File: src/isa_pkg.sv
package isa_pkg;

	// ~~~~~~~~~~~~~~~~~~~~~~~~~~~~~~~~~~~~~~~~~~~~~~~~~~~~~~~~~~
	// datapath widths.
	// ~~~~~~~~~~~~~~~~~~~~~~~~~~~~~~~~~~~~~~~~~~~~~~~~~~~~~~~~~~
	localparam int xlen         = 64;	// register width.
	localparam int wlen         = 32;	// operand width of the W forms.
	localparam int shamt_bits   = 6;	// shift amount for 64-bit shifts.
	localparam int shamt_w_bits = 5;	// shift amount for 32-bit shifts.

	localparam int alu_op_num   = 22;	// highest defined operation code.

	// ~~~~~~~~~~~~~~~~~~~~~~~~~~~~~~~~~~~~~~~~~~~~~~~~~~~~~~~~~~
	// alu operation codes.
	// ~~~~~~~~~~~~~~~~~~~~~~~~~~~~~~~~~~~~~~~~~~~~~~~~~~~~~~~~~~
	typedef enum logic [4:0] {
		alu_nop  = 5'd0,	// bubble, no operation.
		alu_add  = 5'd1,
		alu_slt  = 5'd2,
		alu_sltu = 5'd3,
		alu_xor  = 5'd4,
		alu_or   = 5'd5,
		alu_and  = 5'd6,
		alu_sll  = 5'd7,
		alu_srl  = 5'd8,
		alu_sra  = 5'd9,
		alu_sub  = 5'd10,
		alu_lui  = 5'd11,	// passes op2 through.
		alu_beq  = 5'd12,
		alu_bne  = 5'd13,
		alu_blt  = 5'd14,
		alu_bge  = 5'd15,
		alu_bltu = 5'd16,
		alu_bgeu = 5'd17,
		alu_addw = 5'd18,
		alu_subw = 5'd19,
		alu_sllw = 5'd20,
		alu_srlw = 5'd21,
		alu_sraw = 5'd22
	} alu_op_t;

endpackage

File: src/pipe_pkg.sv
package pipe_pkg;

	// where rs1 and rs2 come from.
	typedef enum logic [1:0] {
		fwd_reg = 2'd0,	// register file read data.
		fwd_mem = 2'd1,	// result held in the execute/memory register.
		fwd_wb  = 2'd2	// write-back data.
	} fwd_sel_t;

	typedef enum logic {
		op1_rs1 = 1'b0,
		op1_pc  = 1'b1
	} op1_sel_t;

	typedef enum logic [1:0] {
		op2_rs2  = 2'd0,
		op2_imm  = 2'd1,
		op2_four = 2'd2	// constant 4 for link addresses.
	} op2_sel_t;

	typedef enum logic {
		base_pc  = 1'b0,	// branches and jal.
		base_rs1 = 1'b1	// jalr.
	} pc_base_t;

endpackage

File: src/adder64.sv
`timescale 1ns/1ps

module adder64 import isa_pkg::*; (
	input  logic [xlen-1:0] op1,
	input  logic [xlen-1:0] op2,
	input  logic            cin,
	output logic [xlen-1:0] sum,
	output logic            zero,
	output logic            sign,
	output logic            overflow,
	output logic            carry
);

	logic [xlen:0] wide_sum;	// carry-out sits in the top bit.

	assign wide_sum = {1'b0, op1} + {1'b0, op2} + {{xlen{1'b0}}, cin};
	assign sum      = wide_sum[xlen-1:0];

	assign zero = (sum == '0);
	assign sign = sum[xlen-1];

	// operands share a sign and the sum flips it.
	assign overflow = (op1[xlen-1] == op2[xlen-1]) && (sum[xlen-1] != op1[xlen-1]);

	// subtraction sets cin, so the carry-out is inverted into a borrow.
	assign carry = wide_sum[xlen] ^ cin;

endmodule

File: src/operand_select.sv
`timescale 1ns/1ps

module operand_select import isa_pkg::*, pipe_pkg::*; (
	input  fwd_sel_t        rs1_src,
	input  fwd_sel_t        rs2_src,
	input  op1_sel_t        op1_src,
	input  op2_sel_t        op2_src,
	input  logic [xlen-1:0] rs1_data,
	input  logic [xlen-1:0] rs2_data,
	input  logic [xlen-1:0] mem_result,
	input  logic [xlen-1:0] wb_rd_data,
	input  logic [xlen-1:0] pc,
	input  logic [xlen-1:0] imm,
	output logic [xlen-1:0] new_rs1,
	output logic [xlen-1:0] new_rs2,
	output logic [xlen-1:0] op1,
	output logic [xlen-1:0] op2
);

	// ~~~~~~~~~~~~~~~~~~~~~~~~~~~~~~~~~~~~~~~~~~~~~~~~~~~~~~~~~~
	// forwarding.
	// ~~~~~~~~~~~~~~~~~~~~~~~~~~~~~~~~~~~~~~~~~~~~~~~~~~~~~~~~~~
	function automatic logic [xlen-1:0] forward(
		input fwd_sel_t        sel,
		input logic [xlen-1:0] reg_val,
		input logic [xlen-1:0] mem_val,
		input logic [xlen-1:0] wb_val
	);
		case (sel)
			fwd_mem: return mem_val;	// previous instruction's result.
			fwd_wb:  return wb_val;
			default: return reg_val;
		endcase
	endfunction

	assign new_rs1 = forward(rs1_src, rs1_data, mem_result, wb_rd_data);
	assign new_rs2 = forward(rs2_src, rs2_data, mem_result, wb_rd_data);

	// ~~~~~~~~~~~~~~~~~~~~~~~~~~~~~~~~~~~~~~~~~~~~~~~~~~~~~~~~~~
	// alu operands.
	// ~~~~~~~~~~~~~~~~~~~~~~~~~~~~~~~~~~~~~~~~~~~~~~~~~~~~~~~~~~
	assign op1 = (op1_src == op1_pc) ? pc : new_rs1;	// pc for auipc and links.

	always_comb begin
		case (op2_src)
			op2_imm:  op2 = imm;
			op2_four: op2 = xlen'(4);
			default:  op2 = new_rs2;
		endcase
	end

	// decode never sends the spare encoding on any select.
	always_comb begin
		assert (rs1_src != 2'd3 && rs2_src != 2'd3 && op2_src != 2'd3)
			else $error("operand_select: reserved select %0d %0d %0d",
				rs1_src, rs2_src, op2_src);
	end

endmodule

File: src/alu_core.sv
`timescale 1ns/1ps

module alu_core import isa_pkg::*; (
	input  logic            clk,
	input  logic            reset,
	input  alu_op_t         alu_op,
	input  logic [xlen-1:0] op1,
	input  logic [xlen-1:0] op2,
	output logic [xlen-1:0] result,
	output logic            zero,
	output logic            lt_signed,
	output logic            lt_unsigned
);

	logic [alu_op_num:1]     op_dec;	// one bit per operation, none for nop.
	logic                    sub_path;
	logic [xlen-1:0]         op2_add;
	logic [xlen-1:0]         add_sum;
	logic                    add_sign;
	logic                    add_ovf;
	logic [shamt_bits-1:0]   shamt;
	logic [shamt_w_bits-1:0] shamt_w;
	logic [xlen-1:0]         sll_res;
	logic [xlen-1:0]         srl_res;
	logic [xlen-1:0]         sra_res;
	logic [wlen-1:0]         sllw_res;
	logic [wlen-1:0]         srlw_res;
	logic [wlen-1:0]         sraw_res;

	function automatic logic [xlen-1:0] sext_w(input logic [wlen-1:0] val);
		return {{(xlen-wlen){val[wlen-1]}}, val};
	endfunction

	// ~~~~~~~~~~~~~~~~~~~~~~~~~~~~~~~~~~~~~~~~~~~~~~~~~~~~~~~~~~
	// decode.
	// ~~~~~~~~~~~~~~~~~~~~~~~~~~~~~~~~~~~~~~~~~~~~~~~~~~~~~~~~~~
	always_comb begin
		op_dec = '0;
		if (alu_op != alu_nop && int'(alu_op) <= alu_op_num)
			op_dec[alu_op] = 1'b1;
	end

	// compares and branches run through the subtractor.
	assign sub_path = op_dec[alu_sub]  | op_dec[alu_subw] | op_dec[alu_slt]
		| op_dec[alu_sltu] | op_dec[alu_beq]  | op_dec[alu_bne]
		| op_dec[alu_blt]  | op_dec[alu_bge]  | op_dec[alu_bltu]
		| op_dec[alu_bgeu];

	// ~~~~~~~~~~~~~~~~~~~~~~~~~~~~~~~~~~~~~~~~~~~~~~~~~~~~~~~~~~
	// shared adder and shifter.
	// ~~~~~~~~~~~~~~~~~~~~~~~~~~~~~~~~~~~~~~~~~~~~~~~~~~~~~~~~~~
	assign op2_add = sub_path ? ~op2 : op2;	// two's complement with cin.

	adder64 adder_inst (
		.op1      (op1),
		.op2      (op2_add),
		.cin      (sub_path),
		.sum      (add_sum),
		.zero     (zero),
		.sign     (add_sign),
		.overflow (add_ovf),
		.carry    (lt_unsigned)
	);

	assign lt_signed = add_sign ^ add_ovf;

	assign shamt   = op2[shamt_bits-1:0];
	assign shamt_w = op2[shamt_w_bits-1:0];

	assign sll_res  = op1 << shamt;
	assign srl_res  = op1 >> shamt;
	assign sra_res  = $signed(op1) >>> shamt;
	assign sllw_res = op1[wlen-1:0] << shamt_w;
	assign srlw_res = op1[wlen-1:0] >> shamt_w;	// sign-extended below like the rest.
	assign sraw_res = $signed(op1[wlen-1:0]) >>> shamt_w;

	// one term per operation, branches fall out as 0.
	assign result = ({xlen{op_dec[alu_add] | op_dec[alu_sub]}} & add_sum)
		| ({xlen{op_dec[alu_addw] | op_dec[alu_subw]}} & sext_w(add_sum[wlen-1:0]))
		| ({xlen{op_dec[alu_slt]}}  & {{(xlen-1){1'b0}}, lt_signed})
		| ({xlen{op_dec[alu_sltu]}} & {{(xlen-1){1'b0}}, lt_unsigned})
		| ({xlen{op_dec[alu_xor]}}  & (op1 ^ op2))
		| ({xlen{op_dec[alu_or]}}   & (op1 | op2))
		| ({xlen{op_dec[alu_and]}}  & (op1 & op2))
		| ({xlen{op_dec[alu_sll]}}  & sll_res)
		| ({xlen{op_dec[alu_srl]}}  & srl_res)
		| ({xlen{op_dec[alu_sra]}}  & sra_res)
		| ({xlen{op_dec[alu_sllw]}} & sext_w(sllw_res))
		| ({xlen{op_dec[alu_srlw]}} & sext_w(srlw_res))
		| ({xlen{op_dec[alu_sraw]}} & sext_w(sraw_res))
		| ({xlen{op_dec[alu_lui]}}  & op2);

	// an undefined code would silently give 0, so it must never reach the alu.
	assert property (@(posedge clk) disable iff (reset)
		$onehot0(op_dec) && (op_dec != '0 || alu_op == alu_nop))
		else $error("alu_core: undefined alu_op %0d", alu_op);

endmodule

File: src/branch_unit.sv
`timescale 1ns/1ps

module branch_unit import isa_pkg::*, pipe_pkg::*; (
	input  alu_op_t         alu_op,
	input  logic            zero,
	input  logic            lt_signed,
	input  logic            lt_unsigned,
	input  pc_base_t        pc_base,
	input  logic [xlen-1:0] pc,
	input  logic [xlen-1:0] new_rs1,
	input  logic [xlen-1:0] imm,
	output logic            taken,
	output logic [xlen-1:0] target
);

	logic [xlen-1:0] base;
	logic [xlen-1:0] target_sum;

	// ~~~~~~~~~~~~~~~~~~~~~~~~~~~~~~~~~~~~~~~~~~~~~~~~~~~~~~~~~~
	// branch condition.
	// ~~~~~~~~~~~~~~~~~~~~~~~~~~~~~~~~~~~~~~~~~~~~~~~~~~~~~~~~~~
	// flags come from op1 - op2 in the alu.
	always_comb begin
		case (alu_op)
			alu_beq:  taken = zero;
			alu_bne:  taken = ~zero;
			alu_blt:  taken = lt_signed;
			alu_bge:  taken = ~lt_signed;
			alu_bltu: taken = lt_unsigned;
			alu_bgeu: taken = ~lt_unsigned;
			default:  taken = 1'b0;	// not a branch.
		endcase
	end

	// ~~~~~~~~~~~~~~~~~~~~~~~~~~~~~~~~~~~~~~~~~~~~~~~~~~~~~~~~~~
	// target address.
	// ~~~~~~~~~~~~~~~~~~~~~~~~~~~~~~~~~~~~~~~~~~~~~~~~~~~~~~~~~~
	assign base = (pc_base == base_rs1) ? new_rs1 : pc;

	adder64 target_adder_inst (
		.op1      (base),
		.op2      (imm),
		.cin      (1'b0),
		.sum      (target_sum),
		.zero     (),
		.sign     (),
		.overflow (),
		.carry    ()
	);

	// jalr drops the low bit of the sum.
	assign target = {target_sum[xlen-1:1],
		(pc_base == base_rs1) ? 1'b0 : target_sum[0]};

endmodule

File: src/ex_mem_reg.sv
`timescale 1ns/1ps

module ex_mem_reg import isa_pkg::*; (
	input  logic            clk,
	input  logic            reset,
	input  logic            in_valid,
	input  logic            taken_in,
	input  logic [xlen-1:0] result_in,
	input  logic [xlen-1:0] store_in,
	input  logic [xlen-1:0] target_in,
	output logic            out_valid,
	output logic            taken,
	output logic [xlen-1:0] result,
	output logic [xlen-1:0] store_data,
	output logic [xlen-1:0] target
);

	// control bits.
	always_ff @(posedge clk) begin
		if (reset) begin
			out_valid <= 1'b0;
			taken     <= 1'b0;
		end else begin
			out_valid <= in_valid;
			taken     <= in_valid & taken_in;	// a bubble never branches.
		end
	end

	// payload holds through bubbles so the mem forward stays on the last result.
	always_ff @(posedge clk) begin
		if (reset) begin
			result     <= '0;
			store_data <= '0;
			target     <= '0;
		end else if (in_valid) begin
			result     <= result_in;
			store_data <= store_in;
			target     <= target_in;
		end
	end

	assert property (@(posedge clk) disable iff (reset) taken |-> out_valid)
		else $error("ex_mem_reg: taken set on an invalid slot");

endmodule

File: src/exe_stage_top.sv
`timescale 1ns/1ps

module exe_stage_top import isa_pkg::*, pipe_pkg::*; (
	input  logic            clk,
	input  logic            reset,
	input  logic            in_valid,
	input  alu_op_t         alu_op,
	input  fwd_sel_t        rs1_src,
	input  fwd_sel_t        rs2_src,
	input  op1_sel_t        op1_src,
	input  op2_sel_t        op2_src,
	input  pc_base_t        pc_base,
	input  logic [xlen-1:0] pc,
	input  logic [xlen-1:0] imm,
	input  logic [xlen-1:0] rs1_data,
	input  logic [xlen-1:0] rs2_data,
	input  logic [xlen-1:0] wb_rd_data,
	output logic            out_valid,
	output logic [xlen-1:0] result,
	output logic [xlen-1:0] store_data,
	output logic            taken,
	output logic [xlen-1:0] target
);

	logic [xlen-1:0] new_rs1;
	logic [xlen-1:0] new_rs2;	// also the store data.
	logic [xlen-1:0] op1;
	logic [xlen-1:0] op2;
	logic [xlen-1:0] alu_result;
	logic            alu_zero;
	logic            alu_lt_signed;
	logic            alu_lt_unsigned;
	logic            br_taken;
	logic [xlen-1:0] br_target;

	// registered result goes back in as the mem-stage forward.
	operand_select operand_select_inst (
		.rs1_src    (rs1_src),
		.rs2_src    (rs2_src),
		.op1_src    (op1_src),
		.op2_src    (op2_src),
		.rs1_data   (rs1_data),
		.rs2_data   (rs2_data),
		.mem_result (result),
		.wb_rd_data (wb_rd_data),
		.pc         (pc),
		.imm        (imm),
		.new_rs1    (new_rs1),
		.new_rs2    (new_rs2),
		.op1        (op1),
		.op2        (op2)
	);

	alu_core alu_core_inst (
		.clk         (clk),
		.reset       (reset),
		.alu_op      (alu_op),
		.op1         (op1),
		.op2         (op2),
		.result      (alu_result),
		.zero        (alu_zero),
		.lt_signed   (alu_lt_signed),
		.lt_unsigned (alu_lt_unsigned)
	);

	branch_unit branch_unit_inst (
		.alu_op      (alu_op),
		.zero        (alu_zero),
		.lt_signed   (alu_lt_signed),
		.lt_unsigned (alu_lt_unsigned),
		.pc_base     (pc_base),
		.pc          (pc),
		.new_rs1     (new_rs1),
		.imm         (imm),
		.taken       (br_taken),
		.target      (br_target)
	);

	ex_mem_reg ex_mem_reg_inst (
		.clk        (clk),
		.reset      (reset),
		.in_valid   (in_valid),
		.taken_in   (br_taken),
		.result_in  (alu_result),
		.store_in   (new_rs2),
		.target_in  (br_target),
		.out_valid  (out_valid),
		.taken      (taken),
		.result     (result),
		.store_data (store_data),
		.target     (target)
	);

endmodule

File: config.mk
export PLATFORM = sky130hd
export DESIGN_NAME = exe_stage_top
export DESIGN_NICKNAME = d
export VERILOG_FILES = /design/src/isa_pkg.sv /design/src/pipe_pkg.sv /design/src/adder64.sv /design/src/operand_select.sv /design/src/alu_core.sv /design/src/branch_unit.sv /design/src/ex_mem_reg.sv /design/src/exe_stage_top.sv
export SDC_FILE = /design/constraint.sdc
export NUM_CORES = 2
export LEC_CHECK = 0
export BUFFER_PORTS_ARGS = -buffer_cell sky130_fd_sc_hd__buf_2
export CAP_MARGIN = 20
export CORE_MARGIN = 1
export CORE_UTILIZATION = 40
export DETAILED_ROUTE_END_ITERATION = 8
export GPL_TIMING_DRIVEN = 1
export RECOVER_POWER = 100
export SYNTH_ARGS = -nofsm -noshare
export SYNTH_HDL_FRONTEND = slang
export SYNTH_SLANG_ARGS = --single-unit
File: constraint.sdc
create_clock -name clk -period 7.17 [get_ports clk]
set_input_delay 1.434 -clock clk [delete_from_list [all_inputs] [get_ports clk]]
set_output_delay 1.434 -clock clk [all_outputs]
set_load 0.03 [all_outputs]
==> impl_results.md <==
- Max H-tree Level: 4
- Tot Pwr: 8730 uW
- Synth top area cells: dfxtp_1 12%, mux2i_1 11%, ha_1 9.8%
- Detailed Place HPWL: 189000 um
- DR vias: 44900
- Core ar.: 82200 um2
- Post-Synthesis Cells: 4842
- DR iter-0 viols: 7222
- Crit Path Class: input port to register
- CP max stage delay: 1.06 ns
- Avg Cell Area, Syn: 6.88 um2
- Post-Syn Area: 33300 um2
- First-pass GRT wire length: 315000 um
- Busiest grt layer: met2
- I/O pins: 530
- Row cnt: 105
- Vias in the first global route: 40000
- Register area share after synthesis: 0.117
- Post-place instance area: 39200 um2
- Grt met2 use: 0.727
- Combinational Power Share: 0.720
- Num CTS Buffers: 17
- Worst-skew pair later-pin latency: 0.55 ns
- TritonCTS clock tree: built
- Tightest Pin Transition: 4.15 ns
- Final setup skew: 0.0230 ns
- CTS Buffer Depth: 2
- Critical-path top delay cell: clkbuf_4
- Internal Power: 3750 uW
- Hold_buf cts: 0
- Die ar.: 84400 um2
- Switching share of power: 0.570
- Max-cap violations: 2
- GRT Total Usage: 0.522
- Final Util: 0.480
- Met1 Use GR: 0.657
- Port Buffers: 529
- Clock sinks: 194
- Req. time, crit path: 7.63 ns
- Die height: 291 um
- Post-route DRC: 0
- Final hold slack: 0.468 ns
- Finished Cell Area: 39500 um2
- Pwr dens: 221 nW/um2
- Final hold vios: 0
- Synth unique cells: 97
- Initial Util: 0.405
- DRT Pass-1 Iters: 9
- Cell total after placement: 6441
- Synth area leader: dfxtp_1
- Clk pwr share: 0.126
- Hold WC Path Type: register to register
- Met3 Track Usage GR: 0.195
- Share of the synthesized area in the top cell type: 0.117
- Ys Warns: 0
- RD Place Congestion: 1.18
- Worst VDD drop: 234 uV
- Share of cells above drive strength 1: 0.166
- Routed len/inst: 35.5 um
- Clk slew on worst S/H paths: 0.10 ns
- Final #Nets: 5989
- ANT nets after route: 0
- Failing checks: capacitance limit, slew limit
- Sequential share of power: 0.155
- Post-CTS Resized: 0
- Max-slew violation count: 103
- Arrival time worst endpoint: 7.57 ns
- Routed WL: 231000 um
- Setup bufs post-CTS: 0
- Root buf cell: clkbuf_16
- Die width: 291 um
- Crit-path max FO: 92
- CP Launch Type: input port
- Leak: 0.0175 uW
- Critical path, cell by cell: buf_2, inv_1, ha_4, buf_12, o21ai_0, a22oi_2, clkbuf_4, inv_4, clkbuf_4, mux2i_1, nand2_1, o21ai_0, nor2_1, a21oi_1, mux2i_1, nand2_1, a31oi_1, a311oi_1
- Layout area overhead: 18.5%
- Period Utilization, post-route: 0.991
- Most used DFF post-synth: dfxtp_1
- GR Overflow Total: 0
- Yosys reg bits: 194
- Largest net degree at the start of global routing: 127
- Slew headroom: -1.77
- Post-Synthesis Net Count: 5441
- Asr flop ratio synth: 0
- Final setup violation count: 0
- Post-synth EDFFs: 0
- Via density: 6.91
- Layout Cells excl Fill: 6494
- RSZ-0062 raised after global routing: no
- CP endpoint kind: register
- Psw: 4980 uW
- Initial antenna violation count: 35
- Maximum clock frequency: 0.141 GHz
- Outcome: complete, but fails checks
- Post-route minimum period: 7.11 ns
[power groups by stage]
stage / Combinational, uW / Sequential, uW / Clock (uW)
floorplan: 3380 / 1490 / 0
global placement: 6000 / 1360 / 0
detailed placement: 5980 / 1360 / 0
CTS: 6020 / 1330 / 1090
global route: 6510 / 1340 / 1120
finish: 6280 / 1350 / 1100
[kinds of logic (layout without fill, tap and decap cells)]
group	count (synthesis)	after routing	share of synthesized area
xor gates and xnor gates	154	154	0.0405
adders and majority gates	263	263	0.0993
other	0	23	0
muxes	446	446	0.139
and+or+nand+nor	1547	1547	0.204
DFF	194	194	0.117
AOI/OAI and AO/OA	1677	1677	0.336
buffers and inverters	561	1120	0.0649
[cells in the mapped netlist (9+ instances only)]
cell,instances
a2111oi_0,18
a211o_1,10
a211oi_1,65
a21boi_0,19
a21o_1,71
a21oi_1,375
a221o_1,14
a221oi_1,92
a22oi_1,171
a311oi_1,48
a31oi_1,42
and2_1,17
and3_1,27
buf_1,74
buf_2,33
clkbuf_1,270
dfxtp_1,194
ha_1,261
inv_1,176
mux2_2,88
mux2i_1,353
nand2_1,576
nand2b_1,28
nand3_1,69
nand4_1,37
nor2_1,549
nor2b_1,87
nor3_1,66
nor4_1,20
o2111ai_1,26
o211ai_1,52
o21a_1,30
o21ai_0,382
o21bai_1,24
o221ai_1,42
o22ai_1,21
o311ai_0,9
o31ai_1,73
or2_2,11
or3_1,23
xnor2_1,116
xor2_1,38
[path summary, 6_finish.rpt]
kind	from	end	depth (start not counted)	slack, ns
worst max-delay path	rs2_src[0]	ex_mem_reg_inst.result[61]$_SDFFE_PP0P_	18	0.06
worst min-delay path	ex_mem_reg_inst.target[0]$_SDFFE_PP0P_	ex_mem_reg_inst.target[0]$_SDFFE_PP0P_	2	0.47
worst max register to register	ex_mem_reg_inst.result[1]$_SDFFE_PP0P_	ex_mem_reg_inst.result[61]$_SDFFE_PP0P_	15	1.13
worst min register to register	ex_mem_reg_inst.target[0]$_SDFFE_PP0P_	ex_mem_reg_inst.target[0]$_SDFFE_PP0P_	2	0.47
[state kept, by name, summed over array words and instances, names as in the netlist]
signal / cells
ex_mem_reg_inst.result: 64
ex_mem_reg_inst.store_data: 64
ex_mem_reg_inst.target: 64
ex_mem_reg_inst.out_valid: 1
ex_mem_reg_inst.taken: 1
[metal layers]
metal	share of wire	vias up
met5	0.00064	-
met4	0.087	22
met3	0.14	806
met2	0.39	3649
met1	0.38	21400
li1	-	19000
[critical path: cells and delay by family]
kind                       cells  cell delay (ns)
AOI/OAI and AO/OA              6             1.81
adders and majority gates      1             0.34
buffers and inverters          6             2.54
muxes                          2             1.02
and+or+nand+nor                3             0.36
[layout make-up]
class	count	area, um2
flip-flops and latches	194	3880
clock buffers	18	439
inverters	181	687
diodes	23	57.6
fillers	8726	42800
multi-input cells	4087	27400
well taps	1070	1340
repair buffers	909	5530
clock inverters	12	143
[per-stage QoR]
stage | setup WS, ns | setup TNS (ns)
floorplan | 0.0983 | 0
global placement | -0.0302 | -0.0302
detailed placement | -0.0707 | -0.0954
CTS | 0.479 | 0
global route | 0.0609 | 0
finish | 0.0615 | 0
[placed cells by master, fill, tap and decap left out, drive strengths merged, types with 94 or more instances in the layout]
master	n
nand2	576
ha	261
dfxtp	194
a221oi	94
xnor2	116
a22oi	171
inv	184
clkbuf	230
nor2	549
a21oi	376
mux2i	354
o21ai	390
buf	697
Note: power is estimated with default switching activity, not from simulation.
